[config.mk]
export PLATFORM = sky130hd
export DESIGN_NAME = cpu_top
export DESIGN_NICKNAME = d
export VERILOG_FILES = /design/src/design/mem_pkg.sv /design/src/design/isa_pkg.sv /design/src/design/cpu_top.sv /design/src/design/execute_unit.sv /design/src/design/prefetch_queue.sv /design/src/design/prefetch_unit.sv /design/src/design/alu8.sv
export SDC_FILE = /design/constraint.sdc
export NUM_CORES = 1
export LEC_CHECK = 0
export ABC_AREA = 1
export BUFFER_PORTS_ARGS = -buffer_cell sky130_fd_sc_hd__buf_4
export CELL_PAD_IN_SITES_DETAIL_PLACEMENT = 1
export CELL_PAD_IN_SITES_GLOBAL_PLACEMENT = 2
export CORE_MARGIN = 2
export CORE_UTILIZATION = 35
export DETAILED_ROUTE_END_ITERATION = 16
export PLACE_DENSITY_LB_ADDON = 0.1
export SLEW_MARGIN = 10
export SYNTH_ARGS = -nofsm -noshare
export SYNTH_HDL_FRONTEND = slang
export SYNTH_HIERARCHICAL = 1
export SYNTH_SLANG_ARGS = --single-unit
[constraint.sdc]
create_clock -name clk -period 9.2 [get_ports clk]
set_clock_uncertainty 0.15 [all_clocks]
set_input_delay 1.38 -clock clk [delete_from_list [all_inputs] [get_ports clk]]
set_output_delay 1.38 -clock clk [all_outputs]
set_load 0.02 [all_outputs]
[src/design/mem_pkg.sv]
package mem_pkg;

	localparam int BANK_AW = 15;

	// Word addresses into the two byte banks
	typedef struct packed
	{
		logic [BANK_AW-1:0] even;
		logic [BANK_AW-1:0] odd;
	} bank_addr_t;

	typedef struct packed
	{
		logic [7:0] even;
		logic [7:0] odd;
	} bank_data_t;

	// Byte store port
	typedef struct packed
	{
		logic [15:0] addr;
		logic [7:0]  data;
		logic        wr;
	} data_port_t;

endpackage

[src/design/isa_pkg.sv]
package isa_pkg;

	typedef enum logic [7:0]
	{
		OP_NOP         = 8'h00,
		OP_TRAP        = 8'h01,
		OP_LD_XL_IMMD  = 8'h10,
		OP_ADD_XL_IMMD = 8'h11,
		OP_ADC_XL_IMMD = 8'h12,
		OP_SUB_XL_IMMD = 8'h13,
		OP_AND_XL_IMMD = 8'h14,
		OP_OR_XL_IMMD  = 8'h15,
		OP_XOR_XL_IMMD = 8'h16,
		OP_JR_D        = 8'h20,
		OP_JRZ_D       = 8'h21,
		OP_JRNZ_D      = 8'h22,
		OP_JRC_D       = 8'h23,
		OP_JRNC_D      = 8'h24,
		OP_LD_XL_DIR   = 8'h30,	// Address little-endian
		OP_LD_DIR_XL   = 8'h31
	} opcode_t;

	// Bit 4 down to bit 0
	typedef struct packed
	{
		logic o;	// Overflow
		logic z;	// Zero
		logic n;	// Negative
		logic c;	// Carry
		logic h;	// Half-carry
	} flag_t;

	localparam logic [15:0] RESET_PC = 16'h4000;

	// Unknown bytes count as one-byte NOPs
	function automatic logic [1:0] inst_size(logic [7:0] op);
		case (op)
			OP_LD_XL_DIR, OP_LD_DIR_XL:
				return 2'd3;
			OP_LD_XL_IMMD, OP_ADD_XL_IMMD, OP_ADC_XL_IMMD, OP_SUB_XL_IMMD,
			OP_AND_XL_IMMD, OP_OR_XL_IMMD, OP_XOR_XL_IMMD:
				return 2'd2;
			OP_JR_D, OP_JRZ_D, OP_JRNZ_D, OP_JRC_D, OP_JRNC_D:
				return 2'd2;
			default:
				return 2'd1;
		endcase
	endfunction

endpackage
[src/design/cpu_top.sv]
`timescale 1ns/1ns

module cpu_top
(
	input  logic                clk,
	input  logic                reset,
	output mem_pkg::bank_addr_t bank_addr,
	input  mem_pkg::bank_data_t bank_data,
	output logic [15:0]         data_addr,
	input  logic [7:0]          data_rdata,
	output mem_pkg::data_port_t data_wr,
	output logic                trap
);

	logic push;
	logic [15:0] push_bytes;
	logic [2:0] queue_free;
	logic [2:0] queue_count;
	logic [23:0] head_bytes;
	logic [1:0] pop_count;
	logic redirect;
	logic [15:0] redirect_pc;

	prefetch_unit i_prefetch_unit
	(
		.clk(clk),
		.reset(reset),
		.redirect(redirect),
		.redirect_pc(redirect_pc),
		.queue_free(queue_free),
		.bank_addr(bank_addr),
		.bank_data(bank_data),
		.push(push),
		.push_bytes(push_bytes)
	);

	prefetch_queue i_prefetch_queue
	(
		.clk(clk),
		.reset(reset),
		.push(push),
		.push_bytes(push_bytes),
		.pop_count(pop_count),
		.flush(redirect),
		.queue_free(queue_free),
		.queue_count(queue_count),
		.head_bytes(head_bytes)
	);

	execute_unit i_execute_unit
	(
		.clk(clk),
		.reset(reset),
		.queue_count(queue_count),
		.head_bytes(head_bytes),
		.pop_count(pop_count),
		.redirect(redirect),
		.redirect_pc(redirect_pc),
		.data_addr(data_addr),
		.data_rdata(data_rdata),
		.data_wr(data_wr),
		.trap(trap)
	);

endmodule

[src/design/execute_unit.sv]
`timescale 1ns/1ns

module execute_unit
(
	input  logic                clk,
	input  logic                reset,
	input  logic [2:0]          queue_count,
	input  logic [23:0]         head_bytes,
	output logic [1:0]          pop_count,
	output logic                redirect,
	output logic [15:0]         redirect_pc,
	output logic [15:0]         data_addr,
	input  logic [7:0]          data_rdata,
	output mem_pkg::data_port_t data_wr,
	output logic                trap
);

	isa_pkg::opcode_t opcode;
	isa_pkg::flag_t flags_q;
	isa_pkg::flag_t alu_flags;
	logic [15:0] pc_q;
	logic [7:0] xl_q;
	logic [7:0] alu_result;
	logic [7:0] operand;
	logic [7:0] load_data;
	logic [7:0] offset;
	logic [1:0] size;
	logic execute;
	logic taken;

	assign opcode = isa_pkg::opcode_t'(head_bytes[7:0]);
	assign offset = head_bytes[15:8];
	assign size = isa_pkg::inst_size(head_bytes[7:0]);
	assign execute = !trap && (queue_count >= {1'b0, size});
	assign pop_count = execute ? size : 2'd0;

	assign data_addr = head_bytes[23:8];

	// Store still in flight to memory this cycle
	assign load_data = (data_wr.wr && data_wr.addr == data_addr) ? data_wr.data : data_rdata;
	assign operand = (opcode == isa_pkg::OP_LD_XL_DIR) ? load_data : offset;

	always_comb
	begin
		case (opcode)
			isa_pkg::OP_JR_D:   taken = 1'b1;
			isa_pkg::OP_JRZ_D:  taken = flags_q.z;
			isa_pkg::OP_JRNZ_D: taken = !flags_q.z;
			isa_pkg::OP_JRC_D:  taken = flags_q.c;
			isa_pkg::OP_JRNC_D: taken = !flags_q.c;
			default:            taken = 1'b0;
		endcase
	end

	assign redirect = execute && taken;
	assign redirect_pc = pc_q + {{8{offset[7]}}, offset};	// Relative to the branch itself

	alu8 i_alu8
	(
		.op(opcode),
		.acc(xl_q),
		.operand(operand),
		.flags_in(flags_q),
		.result(alu_result),
		.flags_out(alu_flags)
	);

	always_ff @(posedge clk)
	begin
		if (reset)
		begin
			pc_q <= isa_pkg::RESET_PC;
			xl_q <= 8'h00;
			flags_q <= '0;
			trap <= 1'b0;
		end
		else if (execute)
		begin
			xl_q <= alu_result;
			flags_q <= alu_flags;
			if (redirect)
				pc_q <= redirect_pc;
			else
				pc_q <= pc_q + {14'd0, size};
			if (opcode == isa_pkg::OP_TRAP)
				trap <= 1'b1;	// Held until reset
		end
	end

	always_ff @(posedge clk)
	begin
		data_wr.addr <= data_addr;
		data_wr.data <= xl_q;
		if (reset)
			data_wr.wr <= 1'b0;
		else
			data_wr.wr <= execute && (opcode == isa_pkg::OP_LD_DIR_XL);
	end

	a_halt_quiet: assert property (@(posedge clk) disable iff (reset)
		trap |-> !data_wr.wr);

endmodule

[src/design/prefetch_queue.sv]
`timescale 1ns/1ns

module prefetch_queue
(
	input  logic        clk,
	input  logic        reset,
	input  logic        push,
	input  logic [15:0] push_bytes,
	input  logic [1:0]  pop_count,
	input  logic        flush,
	output logic [2:0]  queue_free,
	output logic [2:0]  queue_count,
	output logic [23:0] head_bytes
);

	logic [3:0][7:0] data_q;
	logic [3:0][7:0] data_next;
	logic [2:0] count_q;
	logic [2:0] remain;

	assign queue_count = count_q;
	assign queue_free = 3'd4 - count_q;
	assign head_bytes = data_q[2:0];	// Oldest byte lowest

	always_comb
	begin
		remain = count_q - {1'b0, pop_count};
		data_next = data_q >> {pop_count, 3'b000};
		// New pair lands right behind what survives the pop
		if (push)
		begin
			data_next[remain[1:0]] = push_bytes[7:0];
			data_next[remain[1:0] + 2'd1] = push_bytes[15:8];
		end
	end

	always_ff @(posedge clk)
	begin
		data_q <= data_next;
		if (reset || flush)
			count_q <= 3'd0;
		else if (push)
			count_q <= remain + 3'd2;
		else
			count_q <= remain;
	end

	a_no_overflow: assert property (@(posedge clk) disable iff (reset)
		push |-> {1'b0, remain} + 4'd2 <= 4'd4);

	a_no_underflow: assert property (@(posedge clk) disable iff (reset)
		{1'b0, pop_count} <= queue_count);

endmodule

[src/design/prefetch_unit.sv]
`timescale 1ns/1ns

module prefetch_unit
(
	input  logic                clk,
	input  logic                reset,
	input  logic                redirect,
	input  logic [15:0]         redirect_pc,
	input  logic [2:0]          queue_free,
	output mem_pkg::bank_addr_t bank_addr,
	input  mem_pkg::bank_data_t bank_data,
	output logic                push,
	output logic [15:0]         push_bytes
);

	logic [15:0] fetch_pc;
	logic [14:0] half_addr;

	assign half_addr = fetch_pc[15:1];

	// Only back-pressure in the core
	assign push = (queue_free >= 3'd2);

	// Unaligned reads take the even byte from the next word
	always_comb
	begin
		if (fetch_pc[0])
		begin
			bank_addr.odd = half_addr;
			bank_addr.even = half_addr + 15'd1;
			push_bytes = {bank_data.even, bank_data.odd};
		end
		else
		begin
			bank_addr.odd = half_addr;
			bank_addr.even = half_addr;
			push_bytes = {bank_data.odd, bank_data.even};
		end
	end

	always_ff @(posedge clk)
	begin
		if (reset)
			fetch_pc <= isa_pkg::RESET_PC;
		else if (redirect)
			fetch_pc <= redirect_pc;	// Push from target next cycle
		else if (push)
			fetch_pc <= fetch_pc + 16'd2;
	end

endmodule

[src/design/alu8.sv]
`timescale 1ns/1ns

module alu8
(
	input  isa_pkg::opcode_t op,
	input  logic [7:0]       acc,
	input  logic [7:0]       operand,
	input  isa_pkg::flag_t   flags_in,
	output logic [7:0]       result,
	output isa_pkg::flag_t   flags_out
);

	logic [7:0] addend;
	logic carry_in;
	logic [8:0] sum;
	logic [4:0] half_sum;

	always_comb
	begin
		// Subtract as acc + ~op + 1
		addend = (op == isa_pkg::OP_SUB_XL_IMMD) ? ~operand : operand;
		if (op == isa_pkg::OP_SUB_XL_IMMD)
			carry_in = 1'b1;
		else if (op == isa_pkg::OP_ADC_XL_IMMD)
			carry_in = flags_in.c;
		else
			carry_in = 1'b0;
		sum = {1'b0, acc} + {1'b0, addend} + {8'h00, carry_in};
		half_sum = {1'b0, acc[3:0]} + {1'b0, addend[3:0]} + {4'h0, carry_in};

		result = acc;
		flags_out = flags_in;
		case (op)
			isa_pkg::OP_ADD_XL_IMMD, isa_pkg::OP_ADC_XL_IMMD, isa_pkg::OP_SUB_XL_IMMD:
			begin
				result = sum[7:0];
				flags_out.c = sum[8];
				flags_out.h = half_sum[4];
				flags_out.o = (acc[7] == addend[7]) && (sum[7] != acc[7]);
			end
			isa_pkg::OP_AND_XL_IMMD: result = acc & operand;
			isa_pkg::OP_OR_XL_IMMD:  result = acc | operand;
			isa_pkg::OP_XOR_XL_IMMD: result = acc ^ operand;
			isa_pkg::OP_LD_XL_IMMD, isa_pkg::OP_LD_XL_DIR: result = operand;
			default: result = acc;
		endcase

		if (op inside {isa_pkg::OP_ADD_XL_IMMD, isa_pkg::OP_ADC_XL_IMMD,
			isa_pkg::OP_SUB_XL_IMMD, isa_pkg::OP_AND_XL_IMMD, isa_pkg::OP_OR_XL_IMMD,
			isa_pkg::OP_XOR_XL_IMMD, isa_pkg::OP_LD_XL_DIR})
		begin
			flags_out.z = (result == 8'h00);
			flags_out.n = result[7];
		end
	end

endmodule

==> results by stage, run 1 <==
Drt:
- The first detailed-routing pass took 5 iterations.
- The DRC violation total after the first TritonRoute iteration is between 500 and 600.
- The detailed-route vias per instance is about 5.
- The final wirelength is a little over 30 mm.
- The count of nets left with antenna violations after detail routing is 0.
- Dividing the detail-routed wire length by the instance count gives about 17 µm.
- The via count is 9,098.
- The number of design rule violations left after detail routing is 0.

Final layout:
- The number of diodes added for antenna fixing is 0.
- The number of nets in the layout is between 1,500 and 2,000.
- For this run, the number of standard cells in the final layout without fillers is 1,794.
- Cells fill 38.9% of the core in the end.
- The area added between synthesis and finish is 9.67%.
- The area of combinational cells with multiple inputs is 0.00544 mm².
- In the final layout, flip-flops and latches occupy between 0.002 and 0.0025 mm².
- The top cell types in the final layout, fill and taps aside, are sky130_fd_sc_hd__nand2_1 (409), sky130_fd_sc_hd__inv_1 (191), sky130_fd_sc_hd__nand3_1 (130), sky130_fd_sc_hd__nor2_1 (122).
- Leaving out fill and tap cells, the most frequent cell in the layout is sky130_fd_sc_hd__nand2_1.
- The fraction of final layout cells with drive strength greater than 1 is 12.1%.
- Fill cells in the final layout number 3,409.

Floorplanning:
- The initial core utilization is between 30% and 40%.
- The full die area is 0.0267 mm².
- The core region is 0.0251 mm².
- The number of cell rows is just under 60.
- The vertical extent of the die is between 150 and 200 µm.
- During I/O placement, the number of pins put on the boundary was 98.
- Measured along the x axis, the die boundary spans ~160 µm.

STA:
- The part of the cycle the worst path needs is 54.7%.
- The post-route setup TNS is 0 ns.
- Setup repair after global routing left no endpoint under its margin.
- The max-slew violation count is 0.
- The hold violation count in the final report is 0.
- The final critical path time including I/O delays and setup is just over 5 ns.
- Setup violations remaining at the end of the flow were counted as 0.
- Setup slack closes at 4.17 ns.
- The transition time at the pin with the least slew margin is 0.726 ns.
- The worst pin sits at a relative slew slack of 51.6%.
- The maximum clock frequency is between 150 and 200 MHz.

Pwr:
- The peak supply drop is ~0.2 mV.
- The power per standard cell area is ~430 mW/mm².
- Summed over all cells, the static leakage comes to around 4.8 nW.

Global route:
- The initial antenna violation count is 0.
- The total congestion overflow after global routing is 0.
- Across every metal layer, demand over resource in global routing totals 23.4%.
- The first global-routing pass estimated roughly 50 mm of wire.
- The via count of the first global-routing pass is 8,906.
- Entering global routing, the biggest net connects 49 pins.

Worst setup path:
- The internal reg-to-reg setup slack is 4.17 ns.
- In this run the critical register-to-register path is captured at i_prefetch_queue/head_bytes[16].
- Of all nets on the critical path, the largest fanout is between 40 and 50.
- The worst setup path is launched from a flip-flop.
- The worst register-to-register path has a depth of 18.
- Data on the critical path is required at its endpoint by 9.30 ns.
- The launch point of the worst reg-to-reg path is i_prefetch_queue/head_bytes[0].
- The data arrival time of the critical path is 5.13 ns.
- The category of the worst setup path capture point is a flip-flop.
- The first element of the critical path is i_prefetch_queue/head_bytes[0].
- The setup path with the least slack is of type flip-flop to flip-flop.

Synth:
- The net count of the mapped netlist is around 1,500.
- In this run the mean area of a mapped cell was 6.17 µm².
- Synthesis produced 1,443 cells.
- The total number of yosys warnings is 6.
- The mapped netlist covers just under 0.009 mm².

Run:
- The count of max-cap constraint violations is 0.

CTS:
- The later-pin clock latency in the skew report is 0.38 ns.
- TritonCTS built the clock tree.
- CTS saw 103 sinks.
- Counting the buffers created by CTS gives 9.
- The clock transition at the register clock pins on the worst setup and hold paths after CTS is 0.09 ns.
- Hold repair after CTS inserted 0 buffers.
- The level count of the clock H-tree is 3.
- The maximum buffer depth of the clock tree is 2.
- In this run, post-CTS repair resized a total of 0 instances.
- The number of setup buffers added after CTS is 0.
- The clock tree root buffer cell is sky130_fd_sc_hd__clkbuf_16.

Placed design:
- The HPWL reported at the end of detailed placement is 23.3 mm.
- During placement, the flow inserted port buffers numbering slightly below 100.
- The number of placed instances, taps included, is 1,778.
- The worst setup slack before clock tree synthesis is 4.15 ns.
- The last weighted congestion value of the routability-driven placer is around 0.8.

Worst hold path:
- In this run the most critical hold path is launched from i_prefetch_queue/head_bytes[23].
- The class of the tightest hold or removal check is flip-flop to flip-flop.
- The number of cells on the worst hold path is 0.
- The path with the worst hold slack has its endpoint at i_execute_unit/data_wr[24].

Status:
- The flow ran to the end, and the final reports show no timing, DRC or antenna violations.
-- final cells by class --
type                    instances  share of cell area [%]
clock buffers                   9                    2.31
inverters                     204                    7.87
multi-input cells            1038                    55.7
clock inverters                 7                   0.884
repair buffers                103                    7.92
well taps                     330                    4.23
flip-flops and latches        103                    21.1
-- sequential cells by signal, summed over array words and instances, names as in the netlist --
register	cells
i_execute_unit/pc_q	16
i_execute_unit/xl_q	8
i_prefetch_queue/data_q	8
i_prefetch_queue/queue_count	3
i_execute_unit/data_wr	25
i_prefetch_queue/head_bytes	24
i_execute_unit/flags_q	2
i_prefetch_unit/fetch_pc	16
i_execute_unit/trap	1
-- worst max-delay path, cell delays in order (launching register included) --
cell	delay, ns
sky130_fd_sc_hd__dfxtp_1	0.46
sky130_fd_sc_hd__inv_2	0.13
sky130_fd_sc_hd__nor3_1	0.06
sky130_fd_sc_hd__o31ai_1	0.40
sky130_fd_sc_hd__nand3_1	0.24
sky130_fd_sc_hd__nand2_1	0.15
sky130_fd_sc_hd__inv_1	0.09
sky130_fd_sc_hd__ha_1	0.28
sky130_fd_sc_hd__nand2_1	0.05
sky130_fd_sc_hd__nand2_1	0.08
sky130_fd_sc_hd__nand2_2	0.39
sky130_fd_sc_hd__a31oi_4	0.30
sky130_fd_sc_hd__buf_4	0.45
sky130_fd_sc_hd__ha_1	0.26
sky130_fd_sc_hd__fa_1	0.50
sky130_fd_sc_hd__inv_2	0.11
sky130_fd_sc_hd__nand2_2	0.23
sky130_fd_sc_hd__a21oi_2	0.41
sky130_fd_sc_hd__o21ai_0	0.14
-- power breakdown --
part / switching (mW) / internal, mW / total, mW
Clock: 0.215 / 0.195 / 0.411
Sequential: 0.243 / 0.635 / 0.878
Combinational: 1.97 / 0.929 / 2.90
-- routing by layer --
metal | track usage, % | part of all wire (%) | vias to the layer above
met4 | 6.34 | 2.1 | 0
li1 | - | - | 4608
met3 | 2.89 | 3.3 | 35
met5 | 0 | 0 | -
met1 | 32.9 | 50 | 4314
met2 | 37.8 | 45 | 141
-- through the flow --
stage	power (mW)	hold slack (ns)	area [µm²]
detailed placement	3.80	0.284	9450
global route	4.64	0.307	9770
global placement	3.73	0.281	9450
floorplan	3.05	0.233	8900
finish	4.19	0.290	9770
CTS	4.23	0.297	9770
-- how the worst max path moves through the flow --
| stage | to | slack, ns | cells after the start |
|---|---|---|---|
| after floorplan | i_execute_unit/flags_q[3] | 5.52 | 20 |
| after global placement | i_prefetch_queue/head_bytes[16] | 4.27 | 18 |
| after global routing | i_prefetch_queue/head_bytes[16] | 3.66 | 18 |
| after CTS | i_prefetch_queue/head_bytes[16] | 4.15 | 18 |
| final | i_prefetch_queue/head_bytes[16] | 4.17 | 18 |
| after detailed placement | i_prefetch_queue/head_bytes[16] | 4.15 | 18 |
No activity file was read; power rests on OpenSTA's default activity.
==> inputs of run 2 (changes only) <==
--- a/config.mk
+++ b/config.mk
@@ -10,7 +10,7 @@
 export CELL_PAD_IN_SITES_DETAIL_PLACEMENT = 1
 export CELL_PAD_IN_SITES_GLOBAL_PLACEMENT = 2
 export CORE_MARGIN = 2
-export CORE_UTILIZATION = 35
+export CORE_UTILIZATION = 29
 export DETAILED_ROUTE_END_ITERATION = 16
 export PLACE_DENSITY_LB_ADDON = 0.1
 export SLEW_MARGIN = 10
==> constraint.sdc (replaced) <==
create_clock -name clk -period 4.4 [get_ports clk]
set_clock_uncertainty 0.15 [all_clocks]
set_input_delay 0.66 -clock clk [delete_from_list [all_inputs] [get_ports clk]]
set_output_delay 0.66 -clock clk [all_outputs]
set_load 0.02 [all_outputs]
==> run 2 against run 1 <==
Effect of this change: utilization is 5.9 points lower; clock power is 110% higher; critical path depth is 2 lower; non-clock buffer count is 23 higher; sequential share of layout area is 0.52 points lower; routed wire length is 7.8% higher; global-route usage is 2.3 points lower; register-to-register slack worse by 3.7 ns; power is 120% higher.
==> results by stage, run 2 (synthesis results as in run 1) <==
CTS:
- The CTS buffer count is 9 (unchanged).
- The CTS tree is done (unchanged).
- The maximum buffer depth of the clock tree was 2 (unchanged).
- The total of hold buffers inserted after clock tree synthesis was 0 (unchanged).
- The total clock sinks is 103 (unchanged).
- The clock tree root buffer cell was sky130_fd_sc_hd__clkbuf_16 (unchanged).
- The later-pin clock latency in the skew report is 0.37 ns (was 0.38 ns).
- The clock transition at the register clock pins on the worst setup and hold paths after CTS is 0.08 ns (was 0.09 ns).
- The level count of the clock H-tree was 3 (unchanged).

STA:
- The transition time at the pin with the least slew margin came to 1.11 ns (was 0.726 ns).
- The final setup violation count came to 0 (unchanged).
- Unrepaired setup endpoints after global routing: no (unchanged).
- The worst relative slew slack was 25.8% (was 51.6%).
- The hold violation count in the final report is 0 (unchanged).
- The max-slew violation count was 0 (unchanged).
- The final critical path time including I/O delays and setup is 3.94 ns (was 5.03 ns).
- The part of the cycle the worst path needs is 89.6% (was 54.7%).
- The post-route setup TNS was 0 ns (unchanged).
- The maximum clock frequency was 254 MHz (was 199 MHz).

Drt:
- The DRC violation total after the first TritonRoute iteration is 528 (was 522).
- The highest routing layer actually used is met5 (was met4).
- The count of nets left with antenna violations after detail routing is 0 (unchanged).
- The number of design rule violations left after detail routing is 0 (unchanged).
- The total length of routed met3 wires was 919 µm (was 1.01 mm).
- The routed metal-1 wirelength is 16.8 mm (was 15.1 mm).
- The detailed-route vias per instance is 4.85 (was 5.07).
- The wire length on met2 was 14.6 mm (was 13.7 mm).
- The per-cell routed wire length was 17.5 µm (was 17.0 µm).
- The final wirelength is 32.9 mm (was 30.5 mm).
- The count of TritonRoute iterations in the first routing pass came to 5 (unchanged).
- The via count was 9,133 (was 9,098).

Floorplanning:
- The core area was 0.0304 mm² (was 0.0251 mm²).
- The number of I/O pins was 98 (unchanged).
- The number of cell rows came to 64 (was 58).
- The full die area is 0.0321 mm² (was 0.0267 mm²).
- The vertical extent of the die is 179 µm (was 164 µm).
- The initial core utilization came to 29.3% (was 35.5%).
- The chip width is 179 µm (was 164 µm).

Pwr:
- The total power is 9.08 mW (was 4.19 mW).
- The clock share of power was 9.3% (was 9.8%).
- The power per standard cell area is 904 mW/mm² (was 429 mW/mm²).
- The sequential group share of total power is 19.0% (was 20.9%).
- The cell internal power dissipation is 3.85 mW (was 1.76 mW).
- The leakage power of the design was 4.89 nW (was 4.78 nW).
- The switching portion of total power is 57.5% (was 58.0%).
- The power dissipated by switching net loads is 5.22 mW (was 2.43 mW).
- The peak supply drop is 0.627 mV (was 0.203 mV).
- The share of total power in combinational logic was 71.6% (was 69.3%).

Worst setup path:
- The internal reg-to-reg setup slack was 0.46 ns (was 4.17 ns).
- The required time of the critical path came to 4.50 ns (was 9.30 ns).
- The category of the worst setup path launch point was a flip-flop (unchanged).
- The endpoint of the worst register-to-register path is i_prefetch_queue/head_bytes[0] (was i_prefetch_queue/head_bytes[16]).
- The category of the worst setup path capture point is a flip-flop (unchanged).
- The type of the worst setup path is flip-flop to flip-flop (unchanged).
- The worst reg-to-reg path cell count is 16 (was 18).
- The launch point of the worst reg-to-reg path is i_prefetch_queue/head_bytes[4] (was i_prefetch_queue/head_bytes[0]).
- The maximum fanout encountered on the critical timing path is 19 (was 48).
- The data arrival time of the critical path is 4.04 ns (was 5.13 ns).

Global route:
- The global-route wire length before repair is 51.9 mm (was 49.0 mm).
- The overall routing resource usage is 21.1% (was 23.4%).
- The via count of the first global-routing pass was 9,207 (was 8,906).
- The maximum number of pins on one net before global-route repair is 48 (was 49).
- The initial antenna violation count is 1 (was 0).
- The total congestion overflow after global routing is 0 (unchanged).

Final layout:
- The area added between synthesis and finish is 12.7% (was 9.67%).
- The final design area excluding fillers is 0.0100 mm² (was 0.00977 mm²).
- The number of diodes added for antenna fixing came to 0 (unchanged).
- The number of flip-flops under the largest register name is 25 (unchanged).
- The most frequent standard cell in the layout excluding fill and tap cells is sky130_fd_sc_hd__nand2_1 (unchanged).
- The number of nets in the layout is 1,558 (was 1,535).
- The count of fill cells added during filler insertion is 3,973 (was 3,409).
- The area of combinational cells with multiple inputs is 0.00547 mm² (was 0.00544 mm²).
- The fraction of final layout cells with drive strength greater than 1 came to 13.7% (was 12.1%).
- Most used cells in the layout excluding fill and tap cells: sky130_fd_sc_hd__nand2_1 (409), sky130_fd_sc_hd__inv_1 (191), sky130_fd_sc_hd__nand3_1 (130), sky130_fd_sc_hd__buf_4 (126), sky130_fd_sc_hd__nor2_1 (122) (was sky130_fd_sc_hd__nand2_1 (409), sky130_fd_sc_hd__inv_1 (191), sky130_fd_sc_hd__nand3_1 (130), sky130_fd_sc_hd__nor2_1 (122)).
- The flip-flop and latch area is 0.00207 mm² (was 0.00206 mm²).
- The most flop-heavy register was i_execute_unit/data_wr (unchanged).

Placed design:
- The total placed instance area is 0.00969 mm² (was 0.00945 mm²).
- The HPWL reported at the end of detailed placement is 25.7 mm (was 23.3 mm).
- The last weighted congestion value of the routability-driven placer is 0.833 (was 0.817).
- The count of input and output buffers is 97 (unchanged).

Worst hold path:
- The destination of the worst hold path is i_execute_unit/data_wr[16] (was i_execute_unit/data_wr[24]).
- The class of the tightest hold or removal check is flip-flop to flip-flop (unchanged).
- The number of cells on the worst hold path is 0 (unchanged).
- The startpoint of the lowest-slack hold path is i_prefetch_queue/head_bytes[15] (was i_prefetch_queue/head_bytes[23]).

Status:
- Run status: finished, final reports clean (unchanged).

Run:
- The count of max-cap constraint violations is 0 (unchanged).
run 2: layer usage:
metal	up-vias	track usage [%]
li1	4647	-
met1	4334	29.9
met2	113	33.6
met3	37	2.67
met4	2	5.48
met5	-	0
run 2: timing repair:
item / in CTS / in global routing
setup buffers: 0 / 3
setup endpoints to repair: 0 / 11
gates resized for setup: 0 / 9
run 2: worst max-delay path, cell delays in order (launching register included):
cell,delay (ns)
sky130_fd_sc_hd__dfxtp_1,0.45
sky130_fd_sc_hd__inv_1,0.10
sky130_fd_sc_hd__o31ai_2,0.38
sky130_fd_sc_hd__nand3_1,0.22
sky130_fd_sc_hd__nand2_1,0.15
sky130_fd_sc_hd__inv_1,0.09
sky130_fd_sc_hd__ha_1,0.28
sky130_fd_sc_hd__nand2_1,0.05
sky130_fd_sc_hd__nand2_1,0.09
sky130_fd_sc_hd__nand2_2,0.09
sky130_fd_sc_hd__a31oi_4,0.16
sky130_fd_sc_hd__ha_1,0.18
sky130_fd_sc_hd__fa_1,0.51
sky130_fd_sc_hd__nand2_2,0.41
sky130_fd_sc_hd__nand3_2,0.27
sky130_fd_sc_hd__nand3_1,0.17
sky130_fd_sc_hd__nand2_1,0.07
run 2: how the worst max path moves through the flow:
stage	endpoint	from	slack, ns	cells past startpoint
final	i_prefetch_queue/head_bytes[0]	i_prefetch_queue/head_bytes[4]	0.46	16
after global routing	i_execute_unit/flags_q[3]	i_prefetch_queue/head_bytes[19]	0.01	24
after CTS	i_execute_unit/flags_q[3]	i_prefetch_queue/head_bytes[13]	0.15	24
after detailed placement	i_execute_unit/flags_q[3]	i_prefetch_queue/head_bytes[13]	0.19	24
after global placement	i_execute_unit/flags_q[3]	i_prefetch_queue/head_bytes[13]	0.15	24
after floorplan	i_prefetch_queue/head_bytes[23]	i_prefetch_queue/head_bytes[1]	0.73	21
run 2: final cells by class:
type                       instances  share of cell area (%)
clock inverter                     4                   0.374
sequential                       103                    20.6
timing repair buffer             126                    9.42
inverter                         204                    7.65
multi-input combinational       1038                    54.5
tap                              396                    4.94
clock buffer                      12                    2.56
run 2: power by group through the flow:
stage	Clock [mW]	Combinational (mW)	Sequential (mW)
after global placement	0	6.39	1.75
after global routing	0.920	7.34	1.78
after detailed placement	0	6.45	1.75
after CTS	0.884	6.48	1.73
final	0.847	6.50	1.73
after floorplan	0	4.70	1.67
run 2: per-stage QoR:
step,instances,setup WS [ns],util (%),hold WS [ns]
floorplan,1443,0.731,-,0.233
global route,1883,0.0104,33.0,0.265
global placement,1864,0.153,31.8,0.264
finish,1883,0.456,33.0,0.257
CTS,1880,0.149,32.8,0.259
detailed placement,1864,0.194,31.8,0.249
==> inputs of run 3 (changes only) <==
--- a/config.mk
+++ b/config.mk
@@ -10,11 +10,10 @@
 export CELL_PAD_IN_SITES_DETAIL_PLACEMENT = 1
 export CELL_PAD_IN_SITES_GLOBAL_PLACEMENT = 2
 export CORE_MARGIN = 2
-export CORE_UTILIZATION = 29
+export CORE_UTILIZATION = 30
 export DETAILED_ROUTE_END_ITERATION = 16
 export PLACE_DENSITY_LB_ADDON = 0.1
 export SLEW_MARGIN = 10
 export SYNTH_ARGS = -nofsm -noshare
 export SYNTH_HDL_FRONTEND = slang
-export SYNTH_HIERARCHICAL = 1
 export SYNTH_SLANG_ARGS = --single-unit
==> run 3 against run 2 <==
Effect of this change: sequential share of layout area grew 2.4 points; worst setup slack gained 0.046 ns; clock power grew 2%; clock-buffer cell count shrank 2; register-to-register slack gained 0.05 ns; maximum frequency grew 1.2%; combinational power shrank 3.8%; routed wire length shrank 14%; critical path type unchanged.
==> results by stage, run 3 <==
Synth:
- By area the synthesized netlist is led by sky130_fd_sc_hd__dfxtp_1 (26%), sky130_fd_sc_hd__nand2_1 (14%), sky130_fd_sc_hd__ha_1 (7.2%).
- Counting flops with an async set or reset pin after synthesis yields a share of 0%.
- The leading cell type by number of instances after synthesis is sky130_fd_sc_hd__nand2_1.
- The number of different library cells used by synthesis comes to 55.
- The net count of the mapped netlist is 1,240 (was 1,519).
- The dominant register cell in the synthesized netlist is sky130_fd_sc_hd__dfxtp_1.
- The number of instances in the synthesized netlist is 1,163 (was 1,443).
- Counting flops and latches in the post-synthesis netlist gives 105.
- The mean cell area of the mapped netlist is 6.84 µm² (was 6.17 µm²).
- In this run, synthesis inferred 0 flip-flops with an integrated enable.
- By count the netlist is led by sky130_fd_sc_hd__nand2_1 (289), sky130_fd_sc_hd__inv_1 (112), sky130_fd_sc_hd__dfxtp_1 (105).
- The largest area contributor in the synthesized netlist is sky130_fd_sc_hd__dfxtp_1.
- For this run, the register share of the synthesized area comes to 26.4%.
- The total number of yosys warnings is 0 (was 6).
- The top cell type by area accounts for 26.4% of the synthesized area.
- The summed instance area of the synthesized netlist is 0.00795 mm² (was 0.00890 mm²).

Final layout:
- Most used cells in the layout excluding fill and tap cells: sky130_fd_sc_hd__nand2_1 (289), sky130_fd_sc_hd__buf_4 (118), sky130_fd_sc_hd__inv_1 (112), sky130_fd_sc_hd__o21ai_0 (104), sky130_fd_sc_hd__dfxtp_1 (103) (was sky130_fd_sc_hd__nand2_1 (409), sky130_fd_sc_hd__inv_1 (191), sky130_fd_sc_hd__nand3_1 (130), sky130_fd_sc_hd__buf_4 (126), sky130_fd_sc_hd__nor2_1 (122)).
- The number of flip-flops under the largest register name is 25 (unchanged).
- The number of nets in the layout came to 1,299 (was 1,558).
- The most frequent standard cell in the layout excluding fill and tap cells is sky130_fd_sc_hd__nand2_1 (unchanged).
- The area added between synthesis and finish was 14.9% (was 12.7%).
- The most flop-heavy register is i_execute_unit.data_wr (was i_execute_unit/data_wr).
- The number of diodes added for antenna fixing is 0 (unchanged).
- The post-layout utilization of the core is 35.1% (was 33.0%).
- The fraction of final layout cells with drive strength greater than 1 is 17.5% (was 13.7%).

Drt:
- The detailed-route vias per instance came to 4.97 (was 4.85).
- The via count is 7,764 (was 9,133).
- The DRC violation total after the first TritonRoute iteration came to 388 (was 528).
- The final wirelength came to 28.3 mm (was 32.9 mm).
- The per-cell routed wire length came to 18.1 µm (was 17.5 µm).
- The count of TritonRoute iterations in the first routing pass came to 5 (unchanged).
- The count of nets left with antenna violations after detail routing is 0 (unchanged).
- The number of design rule violations left after detail routing is 0 (unchanged).

Worst setup path:
- The cell with the most instances on the worst path was sky130_fd_sc_hd__inv_1 (was sky130_fd_sc_hd__nand2_1).
- The data arrival time of the critical path is 4.01 ns (was 4.04 ns).
- Cell chain of the critical path: inv_1 > nand2_2 > nor2_4 > inv_2 > ha_1 > o21ai_2 > nand2_4 > nand2_8 > a21oi_2 > ha_1 > inv_1 > fa_1 > inv_1 > nor2_1 > buf_4 > inv_1 > o221ai_1 > nand2_1 > o21ai_1 > nand2_1 > a21oi_1 > o21ai_2 (was inv_1 > o31ai_2 > nand3_1 > nand2_1 > inv_1 > ha_1 > nand2_1 > nand2_1 > nand2_2 > a31oi_4 > ha_1 > fa_1 > nand2_2 > nand3_2 > nand3_1 > nand2_1).
- The category of the worst setup path capture point is a flip-flop (unchanged).
- The slowest cell on the critical path was sky130_fd_sc_hd__fa_1 (unchanged).
- The maximum fanout encountered on the critical timing path came to 13 (was 19).
- The maximum cell stage delay along the critical path is 0.59 ns (was 0.51 ns).
- The type of the worst setup path was flip-flop to flip-flop (unchanged).
- The category of the worst setup path launch point is a flip-flop (unchanged).
- The required time of the critical path came to 4.51 ns (was 4.50 ns).

CTS:
- The clock transition at the register clock pins on the worst setup and hold paths after CTS is 0.08 ns (about the same).
- The clock tree root buffer cell is sky130_fd_sc_hd__clkbuf_16 (unchanged).
- The level count of the clock H-tree is 3 (unchanged).
- The later-pin clock latency in the skew report is 0.37 ns (about the same).
- The number of setup buffers added after CTS is 0 (unchanged).
- The CTS buffer count is 9 (unchanged).
- The CTS tree is done (unchanged).
- The total clock sinks came to 105 (was 103).
- The post-cts repair resize count came to 0 (unchanged).
- The total of hold buffers inserted after clock tree synthesis is 0 (unchanged).
- The maximum buffer depth of the clock tree is 2 (unchanged).

Worst hold path:
- The class of the tightest hold or removal check is flip-flop to flip-flop (unchanged).

Floorplanning:
- The number of cell rows was 59 (was 64).
- The initial core utilization is 30.5% (was 29.3%).
- The core area was 0.0261 mm² (was 0.0304 mm²).
- The number of I/O pins was 98 (unchanged).
- The chip width is 167 µm (was 179 µm).
- The vertical extent of the die came to 167 µm (was 179 µm).
- The full die area is 0.0278 mm² (was 0.0321 mm²).

Global route:
- The maximum number of pins on one net before global-route repair is 42 (was 48).
- The total congestion overflow after global routing was 0 (unchanged).
- The met1 demand-to-capacity share in global routing is 30.4% (was 29.9%).
- The overall routing resource usage came to 20.5% (was 21.1%).
- The met3 track utilization from global routing is 2.64% (was 2.67%).
- The most congested layer reported by global routing is met2 (unchanged).
- The initial antenna violation count is 0 (was 1).
- The global-route wire length before repair is 45.0 mm (was 51.9 mm).
- The via count of the first global-routing pass is 7,814 (was 9,207).
- The met2 usage in global routing is 31.8% (was 33.6%).

Placed design:
- The HPWL reported at the end of detailed placement is 22.2 mm (was 25.7 mm).
- The count of input and output buffers is 97 (unchanged).
- The last weighted congestion value of the routability-driven placer was 0.814 (was 0.833).

Pwr:
- The power per standard cell area came to 977 mW/mm² (was 904 mW/mm²).
- The peak supply drop is 0.356 mV (was 0.627 mV).
- The leakage power of the design is 4.24 nW (was 4.89 nW).

STA:
- The part of the cycle the worst path needs was 88.6% (was 89.6%).
- The final critical path time including I/O delays and setup is 3.90 ns (was 3.94 ns).
- The maximum clock frequency is 257 MHz (was 254 MHz).
- Unrepaired setup endpoints after global routing: no (unchanged).
- The transition time at the pin with the least slew margin came to 0.599 ns (was 1.11 ns).
- The post-route setup TNS is 0 ns (unchanged).
- The hold violation count in the final report was 0 (unchanged).
- The final setup violation count is 0 (unchanged).
- The max-slew violation count is 0 (unchanged).
- The worst relative slew slack is 59.6% (was 25.8%).

Run:
- The count of max-cap constraint violations is 0 (unchanged).

Status:
- Run status: finished, final reports clean (unchanged).
-- run 3: cell count changes in the layout (fill, tap and decap cells not counted), moves of 23 or more --
| cell | previous run | this run |
|---|---|---|
| sky130_fd_sc_hd__a22o_1 | 0 | 24 |
| sky130_fd_sc_hd__inv_1 | 191 | 112 |
| sky130_fd_sc_hd__nand2_1 | 409 | 289 |
| sky130_fd_sc_hd__nand3_1 | 130 | 52 |
| sky130_fd_sc_hd__nor2_1 | 122 | 59 |
| sky130_fd_sc_hd__o21ai_1 | 2 | 25 |
-- run 3: final cells by class --
type / instances / area [µm²]
multi-input cells: 853 / 4920
repair buffers: 118 / 886
inverters: 135 / 512
flip-flops and latches: 105 / 2100
clock buffers: 10 / 239
well taps: 335 / 419
clock inverters: 6 / 58.8
fillers: 3332 / 16900
-- run 3: metal layers --
layer | share of wire [%] | up-vias
met2 | 43 | 142
met3 | 3.4 | 16
met4 | 1.1 | 0
met5 | 0 | -
li1 | - | 3950
met1 | 52 | 3656
-- run 3: critical path: cells and delay by family, from the launching register on --
| family | cells | cell delay [ns] |
|---|---|---|
| adder cells (fa/ha/maj) | 3 | 1.04 |
| AND/OR/NAND/NOR | 7 | 0.74 |
| flip-flops | 1 | 0.34 |
| AO/OA/AOI/OAI | 6 | 0.88 |
| buffers and inverters | 6 | 0.61 |
-- run 3: where the power goes --
part	internal [mW]	total, mW	switching [mW]	leakage, nW
sequential	1.38	1.82	0.439	0.872
clock	0.416	0.860	0.444	0.149
combinational	2.23	6.25	4.02	3.22
-- run 3: metrics by stage --
step | worst slack (ns) | cells | cell area [µm²] | power, mW | hold WS [ns]
final | 0.502 | 1562 | 9140 | 8.93 | 0.251
after global routing | 0.00276 | 1562 | 9140 | 9.77 | 0.262
after CTS | 0.478 | 1562 | 9130 | 8.99 | 0.248
after detailed placement | 0.497 | 1546 | 8840 | 8.08 | 0.236
after global placement | 0.589 | 1546 | 8840 | 8.06 | 0.226
after floorplan | 0.777 | 1163 | 7950 | 6.16 | 0.214
-- run 3: kinds of logic after synthesis --
family	Yosys count	share of synthesized area (%)
fa+ha+maj	51	8.50
buf+inv	205	11.7
mux	1	0.126
flops	105	26.4
compound gates	284	21.2
simple gates	474	27.2
xor+xnor	43	4.74
-- run 3: worst paths after layout --
kind | startpoint | to | slack [ns] | cells past startpoint
min reg2reg | i_prefetch_queue.head_bytes[21] | i_execute_unit.data_wr[22] | 0.25 | 0
max reg2reg | i_prefetch_queue.head_bytes[7] | flip-flop | 0.50 | 22
min | i_prefetch_queue.head_bytes[21] | i_execute_unit.data_wr[22] | 0.25 | 0
max | i_prefetch_queue.head_bytes[7] | flip-flop | 0.50 | 22
